<file path="src/hw/mem_exerciser_defs.svh">
`ifndef MEM_EXERCISER_DEFS_SVH
`define MEM_EXERCISER_DEFS_SVH

// Walk address and pattern ROM address width
`define EX_ADDR_W 16

// Address width of the memory port
`define EX_MEM_ADDR_W 28

// Data width of ROM words and memory data
`define EX_DATA_W 32

// Last walk address of one pass, wraps to 0 after its read
`define EX_LAST_ADDR 15

// Idle cycles between two commands, at least 1
`define EX_CYCLE_DELAY 2

// Width of each status counter
`define EX_CNT_W 16

`endif

</file>
<file path="src/hw/mem_cmd_pkg.sv">
`default_nettype none

`include "mem_exerciser_defs.svh"

package mem_cmd_pkg;

	// One command on the memory port
	typedef struct packed {
		// Set for a write, clear for a read
		logic rw;
		logic [`EX_MEM_ADDR_W-1:0] addr;
		logic [`EX_DATA_W-1:0] wdata;
	} mem_cmd_t;

	// Expected read result, handed to the checker on read acceptance
	typedef struct packed {
		// Walk address of the read
		logic [`EX_ADDR_W-1:0] addr;
		logic [`EX_DATA_W-1:0] data;
	} exp_t;

endpackage

`default_nettype wire

</file>
<file path="src/hw/exerciser_pkg.sv">
`default_nettype none

`include "mem_exerciser_defs.svh"

package exerciser_pkg;

	// Status report of the exerciser
	typedef struct packed {
		// Completed walks over the whole address range
		logic [`EX_CNT_W-1:0] pass_count;
		// Failed reads, sticks at all ones
		logic [`EX_CNT_W-1:0] error_count;
		// Walk address of the latest failed read
		logic [`EX_CNT_W-1:0] fail_addr;
	} ex_status_t;

endpackage

`default_nettype wire

</file>
<file path="src/hw/pattern_rom.sv">
`timescale 1ns/1ps
`default_nettype none

`include "mem_exerciser_defs.svh"

module pattern_rom (
	input wire clk,
	input wire [`EX_ADDR_W-1:0] rom_addr,
	output logic [`EX_DATA_W-1:0] rom_data
);

	// Each half of the data word
	localparam int HALF_W = `EX_DATA_W / 2;

	logic [HALF_W-1:0] addr_half;

	// Address sized to one half word
	assign addr_half = HALF_W'(rom_addr);

	// Address on top, its inverse below
	// Registered like a block ROM, one cycle of read latency
	always_ff @(posedge clk)
	begin
		rom_data <= {addr_half, ~addr_half};
	end

	// Walk must stay inside one pass
	addr_in_range: assert property (
		@(posedge clk) !$isunknown(rom_addr) |-> rom_addr <= `EX_ADDR_W'(`EX_LAST_ADDR)
	) else $error("pattern_rom address %0d beyond last address", rom_addr);

endmodule

`default_nettype wire

</file>
<file path="src/hw/cmd_sequencer.sv">
`timescale 1ns/1ps
`default_nettype none

`include "mem_exerciser_defs.svh"

module cmd_sequencer (
	input wire clk,
	input wire rst,
	input wire enable,
	output logic [`EX_ADDR_W-1:0] rom_addr,
	input wire [`EX_DATA_W-1:0] rom_data,
	output mem_cmd_pkg::mem_cmd_t mem_cmd,
	output logic mem_valid,
	input wire mem_ready,
	output logic rd_done,
	output mem_cmd_pkg::exp_t rd_exp,
	output logic pass_done
);

	localparam int GAP_W = $clog2(`EX_CYCLE_DELAY + 1);
	localparam logic [GAP_W-1:0] GAP_LAST = GAP_W'(`EX_CYCLE_DELAY);
	localparam logic [`EX_ADDR_W-1:0] LAST_ADDR = `EX_ADDR_W'(`EX_LAST_ADDR);

	// Idle, ROM read, command on the port, idle gap
	typedef enum logic [1:0] {ST_IDLE, ST_FETCH, ST_ISSUE, ST_GAP} state_t;

	state_t state;
	// Set while the current or next command is a read
	logic phase_rd;
	logic [`EX_ADDR_W-1:0] addr_q;
	logic [`EX_ADDR_W-1:0] addr_nxt;
	logic [GAP_W-1:0] gap_cnt;
	logic accept;
	logic gap_end;
	logic issue;
	mem_cmd_pkg::mem_cmd_t next_cmd;

	////////////////////////////////////////
	// Handshake and next address
	////////////////////////////////////////

	assign accept = mem_valid & mem_ready;
	assign gap_end = (state == ST_GAP) && (gap_cnt == GAP_LAST);
	// Present a command after the ROM read or at the end of a gap
	assign issue = (state == ST_FETCH) || (gap_end && enable);

	// Step after an accepted read, wrap after the last address
	always_comb
	begin
		addr_nxt = addr_q;
		if (accept && phase_rd)
			addr_nxt = (addr_q == LAST_ADDR) ? '0 : addr_q + 1'b1;
	end

	// ROM looks ahead so the next word is ready after a 1-cycle gap
	assign rom_addr = addr_nxt;

	// Write data and expected data both from the current ROM word
	always_comb
	begin
		next_cmd.rw = ~phase_rd;
		next_cmd.addr = `EX_MEM_ADDR_W'(addr_q);
		next_cmd.wdata = rom_data;
	end

	////////////////////////////////////////
	// Command FSM
	////////////////////////////////////////

	always_ff @(posedge clk)
	begin
		if (rst)
		begin
			state <= ST_IDLE;
			phase_rd <= 1'b0;
			addr_q <= '0;
			gap_cnt <= '0;
			mem_valid <= 1'b0;
		end
		else
		begin
			addr_q <= addr_nxt;
			case (state)
				ST_IDLE:
				begin
					// Walk resumes here after a stop
					if (enable)
						state <= ST_FETCH;
				end
				ST_FETCH:
				begin
					mem_valid <= 1'b1;
					state <= ST_ISSUE;
				end
				ST_ISSUE:
				begin
					// Hold the command until the memory takes it
					if (accept)
					begin
						mem_valid <= 1'b0;
						phase_rd <= ~phase_rd;
						gap_cnt <= GAP_W'(1);
						state <= ST_GAP;
					end
				end
				ST_GAP:
				begin
					if (gap_end)
					begin
						if (enable)
						begin
							mem_valid <= 1'b1;
							state <= ST_ISSUE;
						end
						else
							state <= ST_IDLE;
					end
					else
						gap_cnt <= gap_cnt + 1'b1;
				end
				default:
					state <= ST_IDLE;
			endcase
		end
	end

	// Command payload
	always_ff @(posedge clk)
	begin
		if (issue)
			mem_cmd <= next_cmd;
	end

	////////////////////////////////////////
	// Read results to the checker
	////////////////////////////////////////

	assign rd_done = accept & phase_rd;
	assign pass_done = rd_done && (addr_q == LAST_ADDR);

	always_comb
	begin
		rd_exp.addr = addr_q;
		rd_exp.data = mem_cmd.wdata;
	end

	// Waiting command stays on the port unchanged
	cmd_held: assert property (
		@(posedge clk) disable iff (rst)
		mem_valid && !mem_ready |=> mem_valid && $stable(mem_cmd)
	) else $error("mem_cmd changed while waiting for mem_ready");

	// Port idle for the whole gap after each accepted command
	gap_idle: assert property (
		@(posedge clk) disable iff (rst)
		accept |=> !mem_valid [*`EX_CYCLE_DELAY]
	) else $error("mem_valid high inside the idle gap");

endmodule

`default_nettype wire

</file>
<file path="src/hw/readback_checker.sv">
`timescale 1ns/1ps
`default_nettype none

`include "mem_exerciser_defs.svh"

module readback_checker (
	input wire clk,
	input wire rst,
	input wire rd_done,
	input wire mem_cmd_pkg::exp_t rd_exp,
	input wire [`EX_DATA_W-1:0] mem_rdata,
	input wire pass_done,
	output logic error,
	output exerciser_pkg::ex_status_t status
);

	logic mismatch;

	// Read data is valid in the ready cycle of the read
	assign mismatch = (mem_rdata != rd_exp.data);

	////////////////////////////////////////
	// Error level and counters
	////////////////////////////////////////

	always_ff @(posedge clk)
	begin
		if (rst)
		begin
			error <= 1'b0;
			status <= '0;
		end
		else
		begin
			if (rd_done)
			begin
				if (mismatch)
				begin
					error <= 1'b1;
					// Saturates instead of wrapping
					if (status.error_count != '1)
						status.error_count <= status.error_count + 1'b1;
					status.fail_addr <= `EX_CNT_W'(rd_exp.addr);
				end
				else
					error <= 1'b0;
			end
			// One full walk finished
			if (pass_done)
				status.pass_count <= status.pass_count + 1'b1;
		end
	end

	// Pass end only on the read of the last address
	pass_on_read: assert property (
		@(posedge clk) disable iff (rst) pass_done |-> rd_done
	) else $error("pass_done without a completed read");

endmodule

`default_nettype wire

</file>
<file path="src/hw/mem_exerciser.sv">
`timescale 1ns/1ps
`default_nettype none

`include "mem_exerciser_defs.svh"

module mem_exerciser (
	input wire clk,
	input wire rst,
	input wire enable,
	output mem_cmd_pkg::mem_cmd_t mem_cmd,
	output logic mem_valid,
	input wire mem_ready,
	input wire [`EX_DATA_W-1:0] mem_rdata,
	output logic error,
	output exerciser_pkg::ex_status_t status
);

	// Sequencer and ROM
	logic [`EX_ADDR_W-1:0] rom_addr;
	logic [`EX_DATA_W-1:0] rom_data;

	// Sequencer to checker
	logic rd_done;
	logic pass_done;
	mem_cmd_pkg::exp_t rd_exp;

	pattern_rom rom_i (
		.clk(clk),
		.rom_addr(rom_addr),
		.rom_data(rom_data)
	);

	cmd_sequencer seq_i (
		.clk(clk),
		.rst(rst),
		.enable(enable),
		.rom_addr(rom_addr),
		.rom_data(rom_data),
		.mem_cmd(mem_cmd),
		.mem_valid(mem_valid),
		.mem_ready(mem_ready),
		.rd_done(rd_done),
		.rd_exp(rd_exp),
		.pass_done(pass_done)
	);

	readback_checker chk_i (
		.clk(clk),
		.rst(rst),
		.rd_done(rd_done),
		.rd_exp(rd_exp),
		.mem_rdata(mem_rdata),
		.pass_done(pass_done),
		.error(error),
		.status(status)
	);

endmodule

`default_nettype wire

</file>
<file path="config.mk">
export PLATFORM = sky130hd
export DESIGN_NAME = mem_exerciser
export DESIGN_NICKNAME = d
export VERILOG_FILES = /design/src/hw/mem_cmd_pkg.sv /design/src/hw/exerciser_pkg.sv /design/src/hw/pattern_rom.sv /design/src/hw/cmd_sequencer.sv /design/src/hw/readback_checker.sv /design/src/hw/mem_exerciser.sv
export VERILOG_INCLUDE_DIRS = /design/src /design/src/hw
export SDC_FILE = /design/constraint.sdc
export NUM_CORES = 1
export LEC_CHECK = 0
export BUFFER_PORTS_ARGS = -buffer_cell sky130_fd_sc_hd__buf_2
export CAP_MARGIN = 20
export CORE_UTILIZATION = 40
export CTS_BUF_LIST = sky130_fd_sc_hd__clkbuf_4 sky130_fd_sc_hd__clkbuf_8
export DETAILED_ROUTE_END_ITERATION = 12
export GPL_TIMING_DRIVEN = 0
export HOLD_SLACK_MARGIN = 0.02
export PLACE_DENSITY = 0.59
export SYNTH_ARGS = -nofsm -noshare
export SYNTH_HDL_FRONTEND = slang
export SYNTH_HIERARCHICAL = 1
export SYNTH_SLANG_ARGS = --single-unit
</file>
<file path="constraint.sdc">
create_clock -name clk -period 16.9 [get_ports clk]
set_clock_uncertainty 0.1 [all_clocks]
set_input_delay 3.38 -clock clk [delete_from_list [all_inputs] [get_ports clk]]
set_output_delay 3.38 -clock clk [all_outputs]
set_load 0.03 [all_outputs]
</file>
==> impl_results.md <==
* Multi-input gate area at 2130 um2
* Yosys warning count at 6
* First-pass GRT wire length at 20.1 mm
* Final worst slack at 11.37 ns
* Met3 wire length at 901 um
* Via count of the first global-routing pass at 4029
* Ys flop type: dfxtp_1
* Residual DRC count at 0
* HPWL Detailed at 9.64 mm
* Leading post-synthesis cells by cell area: dfxtp_1 (33%), edfxtp_1 (24%), buf_4 (7.4%), xor2_1 (7.0%), nor2_1 (3.4%)
* Critical path peak fanout at 10
* Initial DRC Count at 174
* Die area at 16100 um2
* Slowest stage cell, crit path: or3_1
* Setup Buffers After CTS at 0
* Final Hold Fails at 0
* WS Path Type: in -> reg
* Maximum vdd drop at 0.0417 mV
* Hold Path Class: reg -> reg
* Max_slew headroom at 0.591
* Drt first pass iters at 4
* Critical path required time at 17.16 ns
* DR top layer: met4
* Row count at 45
* Period utilisation layout at 0.327
* Seq/Total Area, Yosys at 0.568
* R2R cell count at 10
* Post-Syn Area per Cell at 10.9 um2
* Status: completed
* RD Place Congestion at 0.784
* Placed insts at 907
* Final setup fails at 0
* Max incr delay on CP at 0.39 ns
* Dpl cell area at 7240 um2
* Tot Pwr at 0.000697 W
* TNS Setup at 0 ns
* # resized after CTS at 0
* Sink Count at 152
* Root Driver: clkbuf_8
* Crit path time final at 5.53 ns
* Initial Util at 0.409
* Mapped cell area at 6220 um2
* Finished Layout Cells at 939
* GR Overflow Total at 0
* Synth area leader: dfxtp_1
* Die height at 127 um
* Fillers at 1438
* Fin area at 7640 um2
* Largest net degree at the start of global routing at 23
* Wire length on met2 at 5.62 mm
* Clock Tree Buf Depth at 2
* Metal-1 WL at 5.95 mm
* Final count of pins violating max slew at 0
* Max Clock Freq at 0.181 GHz
* Worst Path Arrival at 5.79 ns
* CP cell instances: buf_2 > nand3_2 > clkbuf_1 > nor2_1 > clkbuf_1 > nand4_1 > nor2_1 > nand4_1 > or3_1 > a21oi_1
* RSZ-0062 raised after global routing: no
* CTS tree: built
* Vias at 4402
* Lkg Pwr at 3.25 nW
* Clk slew on worst S/H paths at 0.08 ns
* Antenna Violating Nets Remaining at 0
* Max-cap viol count at 0
* Core ar. at 15200 um2
* Crit. End Element: flop
* Post-Syn Instances at 572
* Yosys cell types at 45
* Total Routed Length at 12.7 mm
* Cts hold-fix bufs at 0
* FF/Latch Area at 3530 um2
* IO buf count at 134
* CTS Buf Count at 17
* Share of layout cells above drive strength 1 at 0.333
* Worst Max-Slew Pin Slew at 0.614 ns
* Layout area overhead at 22.7%
* Hold path cells at 0
* Tot GR Track Use at 0.163
* Nets@finish at 778
* DIE WIDTH at 127 um
* Pre-CTS setup slack at 10.97 ns
* Top-area cell type share of the netlist area at 0.331
* Via density at 4.69
* Worst-Skew Late Latency at 0.43 ns
* Startpoint types: input port
* PD cells at 91.3 nW/um2
* H-tree levels at 4
* Initial antenna violation count at 0
* Synth async-reset ratio at 0
* Post-synth EDFFs at 49
* Synth Register Bits at 152
* Antenna cell count at 0
* DR WL/cell at 13.5 um
* Top Ports at 147
kinds of logic (layout without fill, tap and decap cells):
family,Yosys count,in the layout,share of synthesized area
AOI/OAI and AO/OA,38,38,0.0362
xor gates and xnor gates,57,57,0.0802
adders and majority gates,4,4,0.00804
buffers and inverters,100,268,0.0983
DFF,152,152,0.568
muxes,29,29,0.0484
other,1,12,0.000602
and+or+nand+nor,191,191,0.161
placed cells by master, fill, tap and decap left out, types with 3 or more instances in the layout:
master and count:
clkinvlp_4 3, nand4_1 14, nor2_1 57, edfxtp_1 49, nor4_1 17, o21ai_0 11
nand2_1 31, dfxtp_1 103, or3_1 8, inv_1 26, inv_6 3, mux2_2 9
nand3_1 16, a21oi_1 16, and3_1 3, nor2b_1 17, xor2_1 50, buf_4 61
mux2i_1 20, clkinv_4 3, clkbuf_1 10, conb_1 12, xnor2_1 7, clkbuf_8 18
nand2b_1 5, buf_2 134, nor3_1 9, ha_1 4
final timing paths:
path	slack [ns]	endpoint	startpoint
max	11.37	chk_i/status[47]	mem_ready
min reg2reg	0.31	seq_i/mem_cmd[3]	rom_i/rom_data[3]
max reg2reg	13.61	chk_i/status[47]	seq_i/addr_q[0]
min	0.31	seq_i/mem_cmd[3]	rom_i/rom_data[3]
flip-flops by register name (all words and copies together) (netlist names):
name	cells
rom_i/rom_data	32
seq_i/state	2
seq_i/mem_valid	1
seq_i/gap_cnt	2
seq_i/addr_q	16
seq_i/phase_rd	1
chk_i/error	1
seq_i/mem_cmd	49
chk_i/status	48
synth_stat cells (9+ instances only):
| master | number |
|---|---|
| nor2_1 | 57 |
| nand2_1 | 31 |
| nand4_1 | 14 |
| nor3_1 | 9 |
| nor4_1 | 17 |
| nor2b_1 | 17 |
| dfxtp_1 | 103 |
| inv_1 | 26 |
| mux2_2 | 9 |
| xor2_1 | 50 |
| edfxtp_1 | 49 |
| o21ai_0 | 11 |
| buf_4 | 61 |
| clkbuf_1 | 10 |
| nand3_1 | 16 |
| a21oi_1 | 16 |
| mux2i_1 | 20 |
where the power goes:
part,switching [W],internal [W]
registers,0.00000191,0.000380
clock network,0.000135,0.000138
logic,0.0000265,0.0000156
stage by stage:
step	util	hold slack (ns)
final	0.502	0.307
after global routing	0.502	0.311
after CTS	0.502	0.307
after detailed placement	0.476	0.289
after global placement	0.472	0.288
after floorplan	-	0.286
layer usage:
metal,vias to the layer above,global-route usage
li1,2207,-
met1,2023,0.210
met2,149,0.250
met3,23,0.0540
met4,0,0.0707
met5,-,0
area by class of cell:
type | instances | share of cell area
repair buffers | 136 | 0.0950
multi-input cells | 331 | 0.279
clock buffers | 19 | 0.0334
plain buffers | 74 | 0.0673
clock inverters | 13 | 0.0190
inverters | 26 | 0.0128
flip-flops and latches | 152 | 0.463
well taps | 188 | 0.0308
critical path, delay by kind of cell:
family	cells	cell delay [ns]
AND/OR/NAND/NOR	6	1.57
buffers and inverters	3	0.68
AO/OA/AOI/OAI	1	0.15
Power figures use the tool's default switching activity.
